[src/include/rtc_config.svh]
`ifndef RTC_CONFIG_SVH
`define RTC_CONFIG_SVH

//////////////////////////////////////////////////////////////////////
// Bus timing
//////////////////////////////////////////////////////////////////////

// Clock cycles spent in each of Address, Strobe and Recover
`define BUS_PHASE 2

// Idle cycles between two register sweeps
`define WAIT_TICKS 16

//////////////////////////////////////////////////////////////////////
// Chip register map
//////////////////////////////////////////////////////////////////////

`define ADDR_LO_FIRST 8'h21 // Seconds
`define ADDR_LO_LAST  8'h26 // End of time block
`define ADDR_HI_FIRST 8'h41 // Start of date block
`define ADDR_HI_LAST  8'h43 // Year

// Transfer command, written once per sweep
`define CMD_ADDR 8'hF0

// Registers held in the shadow bank
`define NUM_REGS 9

`endif

[src/hw/rtcPkg.sv]
package rtcPkg;

	// Address phase byte on the multiplexed bus
	typedef logic [7:0] rtcAddr;

	// One chip register
	typedef logic [7:0] rtcData;

	// Edit cursor, low seven bits of a time register address
	typedef logic [6:0] cursorPtr;

	// Main sequencer of the menu controller
	typedef enum logic [2:0]
	{
		SwIdle,    // Out of reset
		SwSweep,   // Register transactions
		SwCommand, // Write to command register
		SwWait,    // Pause between sweeps
		SwDecide   // Pick read or write for next sweep
	} sweepState;

	// Phases of one bus transaction
	typedef enum logic [1:0]
	{
		BpIdle,
		BpAddress, // ALE high, address on AD
		BpStrobe,  // RD or WR low
		BpRecover  // All strobes released
	} busPhase;

endpackage

[src/hw/buttonSync.sv]
`timescale 1ns/1ps

module buttonSync
(
	input  logic CLK,
	input  logic RST,
	input  logic btnUp,
	input  logic btnDown,
	input  logic btnLeft,
	input  logic btnRight,
	input  logic btnCenter,
	input  logic alarmStop,
	input  logic irq,
	output logic upP,
	output logic downP,
	output logic leftP,
	output logic rightP,
	output logic centerP,
	output logic stopP,
	output logic irqP
);

	localparam int NumIn = 7;

	logic [NumIn-1:0] rawIn;   // Asynchronous pins
	logic [NumIn-1:0] syncA;   // First metastability stage
	logic [NumIn-1:0] syncB;   // Settled level
	logic [NumIn-1:0] prevB;   // Level one cycle earlier
	logic [NumIn-1:0] pulse;

	assign rawIn = {irq, alarmStop, btnCenter, btnRight, btnLeft, btnDown, btnUp};

	always_ff @(posedge CLK or posedge RST)
	begin
		if (RST)
		begin
			syncA <= '0;
			syncB <= '0;
			prevB <= '0;
		end
		else
		begin
			syncA <= rawIn;
			syncB <= syncA;
			prevB <= syncB;
		end
	end

	// Rising edge only, one cycle wide
	assign pulse = syncB & ~prevB;

	assign {irqP, stopP, centerP, rightP, leftP, downP, upP} = pulse;

	// A held button must not repeat its pulse
	assert property (@(posedge CLK) disable iff (RST) (pulse & $past(pulse)) == '0);

endmodule

[src/hw/menuControl.sv]
`timescale 1ns/1ps

`include "rtc_config.svh"

module menuControl
	import rtcPkg::*;
(
	input  logic     CLK,
	input  logic     RST,
	input  logic     upP,
	input  logic     downP,
	input  logic     leftP,
	input  logic     rightP,
	input  logic     centerP,
	input  logic     stopP,
	input  logic     irqP,
	input  logic     busy,
	input  logic     done,
	output logic     access,
	output logic     wrEn,
	output logic     modWrite,
	output logic     numUp,
	output logic     numDown,
	output logic     alarm,
	output logic     stopWrite,
	output rtcAddr   addr,
	output cursorPtr cursor
);

	localparam rtcAddr LoFirst = `ADDR_LO_FIRST;
	localparam rtcAddr LoLast  = `ADDR_LO_LAST;
	localparam rtcAddr HiFirst = `ADDR_HI_FIRST;
	localparam rtcAddr HiLast  = `ADDR_HI_LAST;
	localparam rtcAddr CmdAddr = `CMD_ADDR;

	localparam cursorPtr CurLoFirst = cursorPtr'(`ADDR_LO_FIRST);
	localparam cursorPtr CurLoLast  = cursorPtr'(`ADDR_LO_LAST);
	localparam cursorPtr CurHiFirst = cursorPtr'(`ADDR_HI_FIRST);
	localparam cursorPtr CurHiLast  = cursorPtr'(`ADDR_HI_LAST);

	localparam int WaitW = ($clog2(`WAIT_TICKS) > 0) ? $clog2(`WAIT_TICKS) : 1;
	localparam logic [WaitW-1:0] WaitLast = WaitW'(`WAIT_TICKS - 1);

	sweepState        state;
	logic [WaitW-1:0] waitCnt;
	logic             centerReq; // Write sweep requested since last Decide
	rtcAddr           addrNext;
	cursorPtr         cursorNext;

	//////////////////////////////////////////////////////////////////////
	// Sweep sequencer
	//////////////////////////////////////////////////////////////////////

	// Time block runs straight into the date block
	assign addrNext = (addr == LoLast) ? HiFirst : addr + 8'd1;

	always_ff @(posedge CLK or posedge RST)
	begin
		if (RST)
		begin
			state     <= SwIdle;
			access    <= 1'b0;
			wrEn      <= 1'b0;
			addr      <= LoFirst;
			modWrite  <= 1'b0; // First sweep reads
			centerReq <= 1'b0;
			waitCnt   <= '0;
		end
		else
		begin
			access <= 1'b0; // Strobe is a single cycle
			if (centerP)
				centerReq <= 1'b1;
			case (state)
				SwIdle:
				begin
					if (!busy)
					begin
						state  <= SwSweep;
						addr   <= LoFirst;
						wrEn   <= modWrite;
						access <= 1'b1;
					end
				end
				SwSweep:
				begin
					if (done)
					begin
						access <= 1'b1; // Next transaction one cycle after done
						if (addr == HiLast)
						begin
							state <= SwCommand;
							addr  <= CmdAddr;
							wrEn  <= 1'b1; // Command is always a write
						end
						else
							addr <= addrNext;
					end
				end
				SwCommand:
				begin
					if (done)
					begin
						state   <= SwWait;
						wrEn    <= 1'b0;
						waitCnt <= '0;
					end
				end
				SwWait:
				begin
					if (waitCnt == WaitLast)
						state <= SwDecide;
					else
						waitCnt <= waitCnt + 1'b1;
				end
				SwDecide:
				begin
					if (!busy)
					begin
						modWrite  <= centerReq | centerP; // Latched or arriving now
						wrEn      <= centerReq | centerP;
						centerReq <= 1'b0;
						addr      <= LoFirst;
						access    <= 1'b1;
						state     <= SwSweep;
					end
				end
				default: state <= SwIdle;
			endcase
		end
	end

	//////////////////////////////////////////////////////////////////////
	// Cursor, edit pulses and alarm
	//////////////////////////////////////////////////////////////////////

	always_comb
	begin
		cursorNext = cursor;
		if (centerP)
			cursorNext = CurLoFirst; // Center homes the cursor
		else if (leftP && !rightP)
		begin
			case (cursor)
				CurLoLast: cursorNext = CurHiFirst;
				CurHiLast: cursorNext = CurLoFirst;
				default:   cursorNext = cursor + 7'd1;
			endcase
		end
		else if (rightP && !leftP)
		begin
			case (cursor)
				CurLoFirst: cursorNext = CurHiLast;
				CurHiFirst: cursorNext = CurLoLast;
				default:    cursorNext = cursor - 7'd1;
			endcase
		end
	end

	always_ff @(posedge CLK or posedge RST)
	begin
		if (RST)
		begin
			cursor    <= CurLoFirst;
			numUp     <= 1'b0;
			numDown   <= 1'b0;
			alarm     <= 1'b0;
			stopWrite <= 1'b0;
		end
		else
		begin
			cursor    <= cursorNext;
			numUp     <= upP;
			numDown   <= downP;
			stopWrite <= stopP & ~irqP; // Only when the alarm really clears
			if (irqP)
				alarm <= 1'b1; // Interrupt beats the stop key
			else if (stopP)
				alarm <= 1'b0;
		end
	end

	// Bus master must be free for every strobe
	assert property (@(posedge CLK) disable iff (RST) access |-> !busy);

	// Cursor only visits the two register blocks
	assert property (@(posedge CLK) disable iff (RST)
		(cursor >= CurLoFirst && cursor <= CurLoLast) ||
		(cursor >= CurHiFirst && cursor <= CurHiLast));

endmodule

[src/hw/timeShadow.sv]
`timescale 1ns/1ps

`include "rtc_config.svh"

module timeShadow
	import rtcPkg::*;
(
	input  logic     CLK,
	input  logic     RST,
	input  logic     done,
	input  logic     modWrite,
	input  logic     numUp,
	input  logic     numDown,
	input  rtcAddr   addr,
	input  rtcData   rdData,
	input  cursorPtr cursor,
	output rtcData   wrData,
	output rtcData   editValue,
	output logic     pending
);

	localparam int IdxW  = $clog2(`NUM_REGS);
	localparam int LoCnt = `ADDR_LO_LAST - `ADDR_LO_FIRST + 1; // Slots before date block

	rtcData          regs [`NUM_REGS]; // One byte per swept register
	logic [IdxW-1:0] sweepIdx;
	logic [IdxW-1:0] editIdx;
	logic            sweepHit;  // Sweep address is a time register
	logic            storeRead;
	logic            cmdDone;

	function automatic logic [IdxW-1:0] slotOf(input rtcAddr a);
		if (a <= `ADDR_LO_LAST)
			return IdxW'(a - `ADDR_LO_FIRST);
		return IdxW'(a - `ADDR_HI_FIRST + LoCnt);
	endfunction

	assign sweepIdx = slotOf(addr);
	assign editIdx  = slotOf({1'b0, cursor});
	assign sweepHit = (addr >= `ADDR_LO_FIRST && addr <= `ADDR_LO_LAST) ||
		(addr >= `ADDR_HI_FIRST && addr <= `ADDR_HI_LAST);

	assign storeRead = done && !modWrite && !pending && sweepHit;
	assign cmdDone   = done && modWrite && (addr == `CMD_ADDR); // End of write sweep

	// Command byte tells the chip which way the RAM copy goes
	assign wrData    = (addr == `CMD_ADDR) ? {7'd0, modWrite} : regs[sweepIdx];
	assign editValue = regs[editIdx];

	always_ff @(posedge CLK)
	begin
		if (storeRead)
			regs[sweepIdx] <= rdData;
		if (numUp)
			regs[editIdx] <= regs[editIdx] + 8'd1; // Plain byte wrap
		else if (numDown)
			regs[editIdx] <= regs[editIdx] - 8'd1;
	end

	always_ff @(posedge CLK or posedge RST)
	begin
		if (RST)
			pending <= 1'b0;
		else if (numUp || numDown)
			pending <= 1'b1; // Fresh edit outranks the clear
		else if (cmdDone)
			pending <= 1'b0;
	end

endmodule

[src/hw/rtcBusMaster.sv]
`timescale 1ns/1ps

`include "rtc_config.svh"

module rtcBusMaster
	import rtcPkg::*;
(
	input  logic   CLK,
	input  logic   RST,
	input  logic   access,
	input  logic   wrEn,
	input  rtcAddr addr,
	input  rtcData wrData,
	input  rtcData adIn,
	output logic   busy,
	output logic   done,
	output logic   ale,
	output logic   csN,
	output logic   rdN,
	output logic   wrN,
	output logic   adOe,
	output rtcData adOut,
	output rtcData rdData
);

	localparam int CntW = ($clog2(`BUS_PHASE) > 0) ? $clog2(`BUS_PHASE) : 1;
	localparam logic [CntW-1:0] PhaseLast = CntW'(`BUS_PHASE - 1);

	busPhase         phase;
	logic [CntW-1:0] phaseCnt;
	logic            phaseEnd; // Last cycle of current phase
	logic            wrLatch;  // Transaction is a write
	rtcAddr          addrLatch;
	rtcData          dataLatch;

	assign phaseEnd = (phaseCnt == PhaseLast);

	//////////////////////////////////////////////////////////////////////
	// Phase sequencer
	//////////////////////////////////////////////////////////////////////

	always_ff @(posedge CLK or posedge RST)
	begin
		if (RST)
		begin
			phase    <= BpIdle;
			phaseCnt <= '0;
			wrLatch  <= 1'b0;
		end
		else
		begin
			if (phase != BpIdle)
				phaseCnt <= phaseEnd ? '0 : phaseCnt + 1'b1;
			case (phase)
				BpIdle:
				begin
					if (access)
					begin
						phase    <= BpAddress;
						phaseCnt <= '0;
						wrLatch  <= wrEn;
					end
				end
				BpAddress: if (phaseEnd) phase <= BpStrobe;
				BpStrobe:  if (phaseEnd) phase <= BpRecover;
				BpRecover: if (phaseEnd) phase <= BpIdle;
				default:   phase <= BpIdle;
			endcase
		end
	end

	// Address and data held for the whole transaction
	always_ff @(posedge CLK)
	begin
		if (phase == BpIdle && access)
		begin
			addrLatch <= addr;
			dataLatch <= wrData;
		end
		if (phase == BpStrobe && phaseEnd && !wrLatch)
			rdData <= adIn; // Sample just before RD rises
	end

	//////////////////////////////////////////////////////////////////////
	// Pin decode
	//////////////////////////////////////////////////////////////////////

	assign busy  = (phase != BpIdle);
	assign done  = (phase == BpRecover) && phaseEnd;
	assign ale   = (phase == BpAddress);
	assign csN   = !(phase == BpAddress || phase == BpStrobe);
	assign rdN   = !(phase == BpStrobe && !wrLatch);
	assign wrN   = !(phase == BpStrobe && wrLatch);
	assign adOe  = (phase == BpAddress) || (phase == BpStrobe && wrLatch);
	assign adOut = (phase == BpAddress) ? addrLatch : dataLatch;

	// Never both strobes
	assert property (@(posedge CLK) disable iff (RST) !(!rdN && !wrN));

	// Slave owns AD while it is being read
	assert property (@(posedge CLK) disable iff (RST) !rdN |-> !adOe);

	// Fixed transaction length
	assert property (@(posedge CLK) disable iff (RST)
		(access && !busy) |-> ##(3 * `BUS_PHASE) done);

endmodule

[src/hw/rtcMenuTop.sv]
`timescale 1ns/1ps

module rtcMenuTop
	import rtcPkg::*;
(
	input  logic     CLK,
	input  logic     RST,
	input  logic     btnUp,
	input  logic     btnDown,
	input  logic     btnLeft,
	input  logic     btnRight,
	input  logic     btnCenter,
	input  logic     alarmStop,
	input  logic     irq,
	input  rtcData   adIn,
	output logic     ale,
	output logic     csN,
	output logic     rdN,
	output logic     wrN,
	output logic     adOe,
	output logic     alarm,
	output logic     stopWrite,
	output logic     pending,
	output rtcData   adOut,
	output rtcData   editValue,
	output cursorPtr cursor
);

	logic   upP, downP, leftP, rightP, centerP, stopP, irqP; // Clean pulses
	logic   access, wrEn, busy, done;                       // Bus request side
	logic   modWrite, numUp, numDown;                       // Shadow control
	rtcAddr addr;
	rtcData wrData;
	rtcData rdData;

	buttonSync i_buttonSync (
		.CLK, .RST, .btnUp, .btnDown, .btnLeft, .btnRight, .btnCenter, .alarmStop, .irq,
		.upP, .downP, .leftP, .rightP, .centerP, .stopP, .irqP
	);

	menuControl i_menuControl (
		.CLK, .RST, .upP, .downP, .leftP, .rightP, .centerP, .stopP, .irqP, .busy, .done,
		.access, .wrEn, .modWrite, .numUp, .numDown, .alarm, .stopWrite, .addr, .cursor
	);

	timeShadow i_timeShadow (
		.CLK, .RST, .done, .modWrite, .numUp, .numDown, .addr, .rdData, .cursor,
		.wrData, .editValue, .pending
	);

	rtcBusMaster i_rtcBusMaster (
		.CLK, .RST, .access, .wrEn, .addr, .wrData, .adIn,
		.busy, .done, .ale, .csN, .rdN, .wrN, .adOe, .adOut, .rdData
	);

endmodule

[config.mk]
export PLATFORM = sky130hd
export DESIGN_NAME = rtcMenuTop
export DESIGN_NICKNAME = d
export VERILOG_FILES = /design/src/hw/rtcPkg.sv /design/src/hw/buttonSync.sv /design/src/hw/menuControl.sv /design/src/hw/timeShadow.sv /design/src/hw/rtcBusMaster.sv /design/src/hw/rtcMenuTop.sv
export VERILOG_INCLUDE_DIRS = /design/src /design/src/include
export SDC_FILE = /design/constraint.sdc
export NUM_CORES = 1
export LEC_CHECK = 0
export ABC_AREA = 1
export ABC_CLOCK_PERIOD_IN_PS = 4430
export BUFFER_PORTS_ARGS = -buffer_cell sky130_fd_sc_hd__buf_2
export CAP_MARGIN = 20
export CORE_MARGIN = 10
export CORE_UTILIZATION = 60
export DETAILED_ROUTE_END_ITERATION = 16
export PLACE_DENSITY = 0.78
export SLEW_MARGIN = 15
export SYNTH_ARGS = -nofsm -noshare
export SYNTH_HDL_FRONTEND = slang
export SYNTH_HIERARCHICAL = 1
export SYNTH_SLANG_ARGS = --single-unit
export TNS_END_PERCENT = 1
[constraint.sdc]
create_clock -name CLK -period 4.43 [get_ports CLK]
set_clock_uncertainty 0.05 [all_clocks]
set_input_delay 0.6645 -clock CLK [delete_from_list [all_inputs] [get_ports CLK]]
set_output_delay 0.6645 -clock CLK [all_outputs]
set_load 0.005 [all_outputs]
======== Word-level counts from Yosys, hierarchy flattened ========
Memory sizes are Yosys's and may differ from the RTL's.
Index checks and enable logic that the tools add are counted.
storage, ports and cells
  word-level logic and storage cells ...... 180
  output and inout port bits .............. 31
  bits in read-only memories .............. 0
  memories kept ........................... 1
  bits in latches ......................... 0
  bits in writable memories ............... 72
  register bits ........................... 80
operators by class
  shifts and indexed selects .............. 0
  bitwise gates (word level) .............. 7
  add/sub/neg operators ................... 13
  $mul .................................... 0
  reduce and logical (&&, ||, !) cells .... 44
  magnitude comparators ................... 5
  equality and inequality tests ........... 27
  muxes and demuxes ....................... 60
  div/mod/pow operators ................... 0
memory list
  memory             depth  width  read ports  clocked after memory_dff  write ports  line              text
  i_timeShadow.regs  9      8      2           0                         2            timeShadow.sv:25  rtcData regs [`NUM_REGS];
operators by type and width
  cell                                                                              count
  8-bit two-way mux                                                                 6
  1-bit two-way mux                                                                 28
  7-bit case mux with 2 select lines                                                2
  4-bit two-way mux                                                                 6
  7-bit two-way mux                                                                 3
  8-bit by 1-bit adder with 8-bit output, second input constant                     2
  8-bit case mux with 2 select lines                                                1
  4-bit by 1-bit subtractor with 4-bit output, second input constant                4
  1-bit logical AND                                                                 15
  3-bit two-way mux                                                                 5
  7-bit by 6-bit equality test with 1-bit output, second input constant             2
  7-bit equality test, second input constant                                        2
  2-bit by 1-bit != test with 1-bit output, second input constant                   7
  3-bit case mux with 4 select lines                                                1
  2-bit != test, second input constant                                              5
  2-bit nonzero test                                                                5
  4-bit by 3-bit adder with 4-bit output, second input constant                     2
  8-bit by 6-bit equality test with 1-bit output, second input constant             1
  8-bit by 7-bit equality test with 1-bit output, second input constant             1
  8-bit equality test, second input constant                                        1
  8-bit by 6-bit >= comparator with 1-bit output, second input constant             1
  8-bit by 7-bit >= comparator with 1-bit output, second input constant             1
  8-bit by 6-bit less-or-equal comparator with 1-bit output, second input constant  1
  8-bit by 7-bit less-or-equal comparator with 1-bit output, second input constant  1
  34 further kinds                                                                  53

======== Longest topological paths before layout ========
Gate-level depths: netlist of run 1.
  word-level depth ........................ 7
  gate-level depth with buffers ........... 27
  depth with buffers taken out ............ 26

======== Modules after synthesis ========
Netlist of run 1, hierarchy kept.
by module, submodules not included
  module        instances  cells an instance  area an instance (um2)  seq. area each (um2)
  timeShadow    1          678                5579.1                  2187.1
  menuControl   1          279                2014.4                  755.7
  rtcBusMaster  1          76                 1154.9                  820.8
  buttonSync    1          36                 599.3                   525.5

======== Worst setup path before layout of run 1 ========
OpenSTA, ideal clock, no wires.
  kind .................................... register -> register
  from .................................... register i_menuControl.cursor[0]
  to ...................................... memory i_timeShadow/regs[0][6] (netlist name) (data pin)
  slack ................................... 0.568 ns
  clock period less this slack ............ 3.862 ns
  arrival time ............................ 3.668 ns
  path buffers ............................ 1
  setup time .............................. 0.145 ns
  data required time ...................... 4.235 ns
  stages on the path, launching flop included .. 22
  cell sequence ........................... dfstp_2 > buf_6 > inv_4 > ha_1 > inv_1 > nand3_2 > nand2_8 > nor2_4 > inv_2 > o22ai_1 > o21ai_0 > o21ai_0 > a21oi_1 > ha_1 > a21oi_1 > o21ai_0 > a21oi_1 > nor2_1 > nor2_1 > xor2_1 > nand2_1 > o21ai_1
RTL lines
  what                    line                text
  from (decl)             menuControl.sv:27   output cursorPtr cursor
  from (signal assigned)  menuControl.sv:164  cursor <= CurLoFirst;
  from (signal assigned)  menuControl.sv:172  cursor <= cursorNext;
  to (decl)               timeShadow.sv:25

==> results of run 1 <==
[layout make-up]
class,count,area (um2),share of cell area (%)
multi-input combinational,757,4400,42.0
sequential,152,4290,41.0
timing repair buffer,62,348,3.32
clock buffer,19,475,4.54
inverter,144,554,5.30
tap,211,264,2.52
clock inverter,13,141,1.35
[logic make-up after synthesis]
logic type / Yosys count / share of synthesized area [%]
AOI/OAI and AO/OA: 189 / 11.7
xor gates and xnor gates: 16 / 1.50
adders and majority gates: 27 / 3.69
buffers and inverters: 160 / 7.29
DFF: 152 / 45.9
muxes: 10 / 1.50
and+or+nand+nor: 515 / 28.5
[state kept, by name, indices dropped and copies added, names as in the netlist, 2 cells and up]
register,cells
i_menuControl/state,3
i_menuControl/addr,8
i_menuControl/cursor,7
i_rtcBusMaster/rdData,8
i_timeShadow/regs,72
i_buttonSync/syncB,7
i_menuControl/waitCnt,4
i_rtcBusMaster/addrLatch,8
i_buttonSync/syncA,7
i_rtcBusMaster/phase,2
i_buttonSync/prevB,7
i_rtcBusMaster/dataLatch,8
[report_power, final]
part | internal (mW) | switching [mW]
logic | 1.29 | 3.17
clock network | 0.824 | 0.667
registers | 1.76 | 0.182
total | 3.88 | 4.02
[stage by stage]
stage | hold WS, ps | power (mW) | setup WS [ps] | setup TNS (ps) | area, um2
3_5_place_dp | 286 | 6.25 | 227 | 0 | 9830
3_3_place_gp | 282 | 6.18 | 438 | 0 | 9830
2_1_floorplan | 281 | 5.09 | 568 | 0 | 9350
4_1_cts | 74.9 | 7.77 | 171 | 0 | 10400
6_report | 94.2 | 7.90 | 203 | 0 | 10500
5_1_grt | 75.1 | 8.33 | -98.8 | -685 | 10500
[cell usage after synthesis, types with 2 or more instances]
cell and number:
sky130_fd_sc_hd__a21oi_1 23, sky130_fd_sc_hd__a22oi_1 5, sky130_fd_sc_hd__buf_1 3, sky130_fd_sc_hd__buf_2 3, sky130_fd_sc_hd__buf_4 3, sky130_fd_sc_hd__buf_6 7
sky130_fd_sc_hd__clkinv_2 3, sky130_fd_sc_hd__dfrtp_1 52, sky130_fd_sc_hd__dfstp_2 4, sky130_fd_sc_hd__edfxtp_1 96, sky130_fd_sc_hd__ha_1 26, sky130_fd_sc_hd__inv_1 114
sky130_fd_sc_hd__inv_2 22, sky130_fd_sc_hd__inv_4 4, sky130_fd_sc_hd__mux2_4 8, sky130_fd_sc_hd__mux2i_1 2, sky130_fd_sc_hd__nand2_1 282, sky130_fd_sc_hd__nand2_2 19
sky130_fd_sc_hd__nand2_4 17, sky130_fd_sc_hd__nand2_8 3, sky130_fd_sc_hd__nand3_1 73, sky130_fd_sc_hd__nand3_2 11, sky130_fd_sc_hd__nand3_4 3, sky130_fd_sc_hd__nand3b_1 2
sky130_fd_sc_hd__nand4_1 12, sky130_fd_sc_hd__nor2_1 46, sky130_fd_sc_hd__nor2_2 13, sky130_fd_sc_hd__nor2_4 11, sky130_fd_sc_hd__nor2_8 4, sky130_fd_sc_hd__nor3_1 2
sky130_fd_sc_hd__nor4_1 2, sky130_fd_sc_hd__o2111ai_1 8, sky130_fd_sc_hd__o211ai_1 2, sky130_fd_sc_hd__o21a_1 3, sky130_fd_sc_hd__o21ai_0 104, sky130_fd_sc_hd__o21ai_1 11
sky130_fd_sc_hd__o21ai_2 4, sky130_fd_sc_hd__o21bai_1 2, sky130_fd_sc_hd__o22ai_1 21, sky130_fd_sc_hd__or2_2 8, sky130_fd_sc_hd__xnor2_1 5, sky130_fd_sc_hd__xor2_1 11
[layer usage]
metal / track usage (%) / share of wire [%] / vias to the layer above / wire, um
met4: 5.48 / 1.2 / 0 / 316
met3: 7.50 / 12 / 41 / 3110
li1: - / - / 3712 / -
met1: 33.6 / 42 / 3697 / 10600
met5: 0 / 0 / - / 0
met2: 37.8 / 45 / 466 / 11400
[path summary, 6_finish.rpt]
check | start | end | slack (ps) | depth (start not counted)
min reg2reg | i_buttonSync/syncA[2] | i_buttonSync/syncB[2] | 300 | 0
max reg2reg | i_menuControl/cursor[0] | i_timeShadow/regs[2][6] | 200 | 23
max | i_menuControl/cursor[0] | i_timeShadow/regs[2][6] | 200 | 23
min | RST | i_menuControl/stopWrite | 90 | 2
max in group asynchronous | RST | i_buttonSync/prevB[0] | 3490 | 2
min in group CLK | btnDown | i_buttonSync/syncA[1] | 280 | 1
[what timing repair did]
| action | CTS | global route |
|---|---|---|
| buffers inserted | 0 | 0 |
| setup endpoints to repair | 0 | 19 |
| gates resized for setup | 0 | 3 |
==> summary by stage, run 1 <==
Outcome
The run finished with clean final reports.

Finish
The layout has 1220 filler cells. The number of inserted diodes is 0. The top cell types in the final layout, fill and taps aside, are 282 x sky130_fd_sc_hd__nand2_1, 114 x sky130_fd_sc_hd__inv_1, 104 x sky130_fd_sc_hd__o21ai_0. The post-layout net count is 1178. The layout cell share with drive strength beyond 1 is 20.8%. The final non-filler cell total is 1358. Leaving out fill and tap cells, the most frequent cell in the layout is sky130_fd_sc_hd__nand2_1.

The area growth from synthesis to layout is 12.0%. The share of the core filled with cells in the final layout is 68.6%.

Synth
Sorting the synthesized cells by area gives the leading types as sky130_fd_sc_hd__edfxtp_1 31%, sky130_fd_sc_hd__dfrtp_1 14%, sky130_fd_sc_hd__nand2_1 11%. The mapped netlist covers 9350 um2. Among all flip-flop cells after synthesis, the most frequent one is sky130_fd_sc_hd__edfxtp_1. Counting distinct cell types in the post-synthesis netlist gives 57.

The cell count after synthesis is 1069. The mean instance size in the synthesized netlist is 8.74 um2. After synthesis, the share of flip-flops with an asynchronous set or reset is 36.8%. During synthesis, Yosys emitted a total of 6 warnings. The top cell type by total area after synthesis is sky130_fd_sc_hd__edfxtp_1. Synthesis inferred 152 register bits. In this run, synthesis inferred 96 flip-flops with an integrated enable. The portion of the post-synthesis area used by sequential elements is 45.9%. The proportion of netlist area held by the largest area contributor is 30.8%. Counting every net in the synthesized netlist gives 1113.

Flow run
The count of max-cap constraint violations is 0.

Timing
Setup violations remaining at the end of the flow were counted as 0. The max-slew violation total from the final report was 0. The highest clock frequency the design can meet is 0.237 GHz. The final number of hold-violating endpoints came to 0. Measured against its own limit, the worst slew margin works out to 34.3%. The share of the clock period used by the worst path is 95.4%. For the pin with the worst max-slew slack, the measured transition is 978 ps. The smallest clock period supported by the final layout is computed as 4230 ps.

Setup repair after global routing could not meet its margin everywhere.

Route
After detailed routing, the number of vias per cell comes to 5.83. The detailed-router iteration count before antenna repair is 6. The detailed router finished its first iteration with 1012 violations.

The total wire length is 25400 um. The total DRC errors in the routed layout is 0. Once detail routing completed, the nets flagged for antenna violations numbered 0. The number of vias after detailed routing is 7916. The average wire length per cell after detail routing is 18.7 um.

Clock tree
The latest clock arrival within the worst-skew pair is 430 ps. The number of levels the H-tree was split into is 4. The cts-stage hold buffer count is 0. The clock drives 152 sinks.

The CTS root buffer is sky130_fd_sc_hd__clkbuf_16. TritonCTS built the clock tree. The maximum root-to-sink buffer count is 2. After clock tree synthesis, the clock-pin slew on the worst setup and hold paths is 70 ps.

The total CTS buffers is 17.

Die
In this run the vertical extent of the chip is 145 um. The die span in x is 145 um. The initial utilization of the core area, before any placement, comes to 61.3%.

The area enclosed by the die boundary is 21000 um2. The total number of placement rows is 45. The floorplan core area is 15300 um2. The count of boundary I/O pins is 48.

Setup path
The element type at the critical path end is a flop. In this design, the critical path's most frequently occurring cell is sky130_fd_sc_hd__nand2_4. For this run, the slowest stage of the critical path takes 560 ps. Data arrives at the worst endpoint at 4450 ps. Walking the worst path, the cells encountered are inv_4, ha_1, inv_1, nand3_2, nand2_2, nand2_4, nand2_8, nand2_4, nand2_4, nor2_4, inv_2, o22ai_1, or2_2, nand2_1, nand3_1, fa_1, o21ai_0, a21oi_1, nor2_1, nor2_1, xor2_2, nand2_1, o21ai_0.

The required time of the critical path is 4660 ps. The critical path contains buffers and inverters numbering 3 combined. The highest-delay cell along the critical path is sky130_fd_sc_hd__dfstp_2. The worst setup path category is reg2reg. Broken down by cell family, the worst path's largest delay share belongs to simple AND/OR/NAND/NOR gates. Along the worst path, the maximum fanout reaches 9. The worst setup path is launched from a flop.

Placement
The number of cells in the design after placement is 1326. The global placer's final weighted congestion is 1.03. The count of input and output buffers is 47. The estimated wirelength of the detail-placed design is 19200 um.

GRT
The first-pass GRT wire length is 39800 um. For this run the aggregate overflow at the end of global routing stands at 0. The via count of the first global-routing pass is 7281. Entering global routing, the biggest net connects 30 pins. The initial antenna violation count was 0. In the global route stage, overall resource usage came out at 24.7%.

Power
The leakage power is 4.69 nW. For this design the ratio of total power to cell area is 755 nW/um2. IR analysis of the VDD net gives a maximum drop of 0.735 mV.

Worst hold path
The path class of the tightest hold or removal check is in2async.
No activity file was read; power rests on OpenSTA's default activity.
==> run 2: changes to the inputs <==
CORE_ASPECT_RATIO = 1.25   (was default)
==> run 2 against run 1 <==
Die area up 0.15%; combinational power up 3%; global-route usage up 0.15 points; core utilization up 0.58 points; register-to-register slack better by 120 ps; non-clock buffer count up 2; clock power about the same; clock-buffer cell count down 1; power up 1.6%.
==> summary by stage, run 2 (synthesis results as in run 1) <==
Flow run
The count of max-cap constraint violations is 0.

GRT
The total track usage is 24.8%. The initial antenna violation count is 0. The first global-routing pass estimated 41500 um of wire. The maximum number of pins on one net before global-route repair is 23. After global routing the overflow that remains totals 0.

The via count of the first global-routing pass is 7809.

Placement
The estimated wirelength of the detail-placed design is 19600 um. Once placement completed, the tool counted placed cells totaling 1324. The count of input and output buffers is 47.

Routability-driven placement finished with a final weighted congestion of 1.04. Prior to clock tree synthesis, the placed netlist has a worst setup slack of 305 ps.

Timing
Adding up every negative setup slack in the final design gives 0 ps. The worst path uses 92.7% of the clock period. At the pin with the least slew margin, the transition time is 984 ps. In the post-route analysis, the smallest setup slack over all paths is 322 ps. The highest clock frequency the design can meet is 0.243 GHz. The number of setup violations in the final report is 0. The max-slew violation total from the final report is 0. The clock period minus worst slack is 4110 ps. Measured against its own limit, the worst slew margin works out to 34.0%. The final number of hold-violating endpoints is 0. Setup repair after global routing left no endpoint under its margin.

Setup path
Among the stages of the critical path, the cell type that occurs most often is sky130_fd_sc_hd__o21ai_0. The biggest cell delay along the critical path is 560 ps. The critical path goes through inv_4, ha_1, inv_1, nand3_2, nand2_2, nand2_4, nand2_8, nand2_4, nand2_4, nor2_4, inv_2, o22ai_1, o21ai_0, o21ai_0, a21oi_1, ha_1, a21oi_1, o21ai_0, a21oi_1, nor2_1, nor2_1, xor2_2, nand2_1, o21ai_0. At the worst endpoint, the required time is 4640 ps. Data arrives at the worst endpoint at 4310 ps. The worst setup path is captured at a flop. The critical path is of the reg2reg type. STA classifies the critical path startpoint as a flop. The maximum fanout along the worst path is 9. Among all stages on the critical path, the largest delay is contributed by sky130_fd_sc_hd__dfstp_2.

Route
The detailed-route vias per instance is 5.91. The detailed-router iteration count before antenna repair is 6. Once detail routing completed, the nets flagged for antenna violations numbered 0. The initial detailed-routing violation count is 1031. The total DRC errors in the routed layout is 0.

The final route contains 8021 vias. Dividing the detail-routed wire length by the instance count gives 19.4 um. The total wire length is 26300 um.

Finish
The register with the most flip-flops in the layout has 72 of them. In the final design database the tool counted 1180 nets. The area growth from synthesis to layout is 12.0%. The layout cell share with drive strength beyond 1 is 20.8%. The filler cells instantiated in the layout total 1211.

The number of inserted diodes is 0. Once layout is complete, the cells apart from fillers number 1357. The library cells used most frequently in the layout, excluding fill and tap cells, are 282 x sky130_fd_sc_hd__nand2_1, 114 x sky130_fd_sc_hd__inv_1, 102 x sky130_fd_sc_hd__o21ai_0. The register containing the most flip-flops in the final layout is i_timeShadow/regs. The commonest non-fill, non-tap cell in the layout is sky130_fd_sc_hd__nand2_1.

Clock tree
Once the clock tree was built, the setup fixing pass inserted 0 buffers. The total CTS buffers is 17. The CTS tree is done. The number of clock sinks is 152. The CTS root buffer is sky130_fd_sc_hd__clkbuf_16.

The maximum root-to-sink buffer count is 2. The number of levels the H-tree was split into is 4. Hold repair after CTS inserted 0 buffers. The post-CTS clock slew at the launch and capture registers of the worst setup and hold paths is 70 ps. In this run, post-CTS repair resized a total of 0 instances. The latest clock arrival within the worst-skew pair is 430 ps.

Power
The part of the power in the clock network is 18.7%. In this run, the combinational gates consume 57.4% of the power. VDD sags by at most 1.08 mV. The total power is 8.03 mW. The sequential group share of total power is 23.8%. The internal power of the cells totals 3.98 mW. Of the total power, the share spent switching nets is 50.5%.

The power per standard cell area is 766 nW/um2. For this design the total switching power over the nets is 4.05 mW. For this design the static power due to leakage is 4.70 nW.

Die
The total number of placement rows is 50. The die covers 21000 um2. Measured along the y axis, the die boundary spans 160 um.

The initial core utilization is 61.7%. In this run the standard cell core region covers 15100 um2. In this run the horizontal extent of the chip is 132 um. The count of boundary I/O pins is 48.

Worst hold path
The path class of the tightest hold or removal check is in2async.

Outcome
The run finished with clean final reports.
[run 2: power by group through the flow]
stage	clock network, mW	registers [mW]	logic (mW)
2_1_floorplan	0	1.89	3.20
3_3_place_gp	0	1.93	4.40
3_5_place_dp	0	1.93	4.48
4_1_cts	1.52	1.90	4.52
5_1_grt	1.59	1.92	4.95
6_report	1.50	1.91	4.61
[run 2: path summary, 6_finish.rpt]
path,slack [ps],start,depth (start not counted),to
setup / recovery,320,i_menuControl/cursor[0],24,i_timeShadow/regs[2][6]
hold / removal,60,RST,2,i_timeShadow/pending
setup reg to reg,320,i_menuControl/cursor[0],24,i_timeShadow/regs[2][6]
hold reg to reg,300,i_buttonSync/syncA[4],0,i_buttonSync/syncB[4]
max in group asynchronous,3330,RST,3,i_menuControl/addr[5]
min in group CLK,280,btnUp,1,i_buttonSync/syncA[0]
[run 2: stage by stage]
step / hold WS, ps / cell area, um2 / util, %
after floorplan: 281 / 9350 / -
after detailed placement: 285 / 9840 / 65.0
final: 57.1 / 10500 / 69.2
after CTS: 42.6 / 10500 / 69.1
after global routing: 55.3 / 10500 / 69.2
after global placement: 283 / 9840 / 65.0
[run 2: final cells by class]
class,count,area (um2),area share (%)
Clock buffer,18,450,4.30
Sequential cell,152,4290,41.0
Timing Repair Buffer,64,367,3.50
Inverter,144,554,5.29
Tap cell,208,260,2.48
Multi-Input combinational cell,757,4380,41.9
Clock inverter,14,169,1.61
[run 2: critical path: cells and delay by family (launching register included)]
family | cells | cell delay [ps]
compound gates | 8 | 1120
simple gates | 10 | 940
flops | 1 | 560
fa+ha+maj | 2 | 550
xor+xnor | 1 | 400
buf+inv | 3 | 300
[run 2: metal layers]
metal  global-route usage, %  part of all wire (%)  up-vias
li1                        -                     -     3717
met1                    28.2                    36     3707
met2                    42.1                    50      493
met3                    5.23                   8.2      104
met4                    14.6                   5.3        0
met5                       0                     0        -
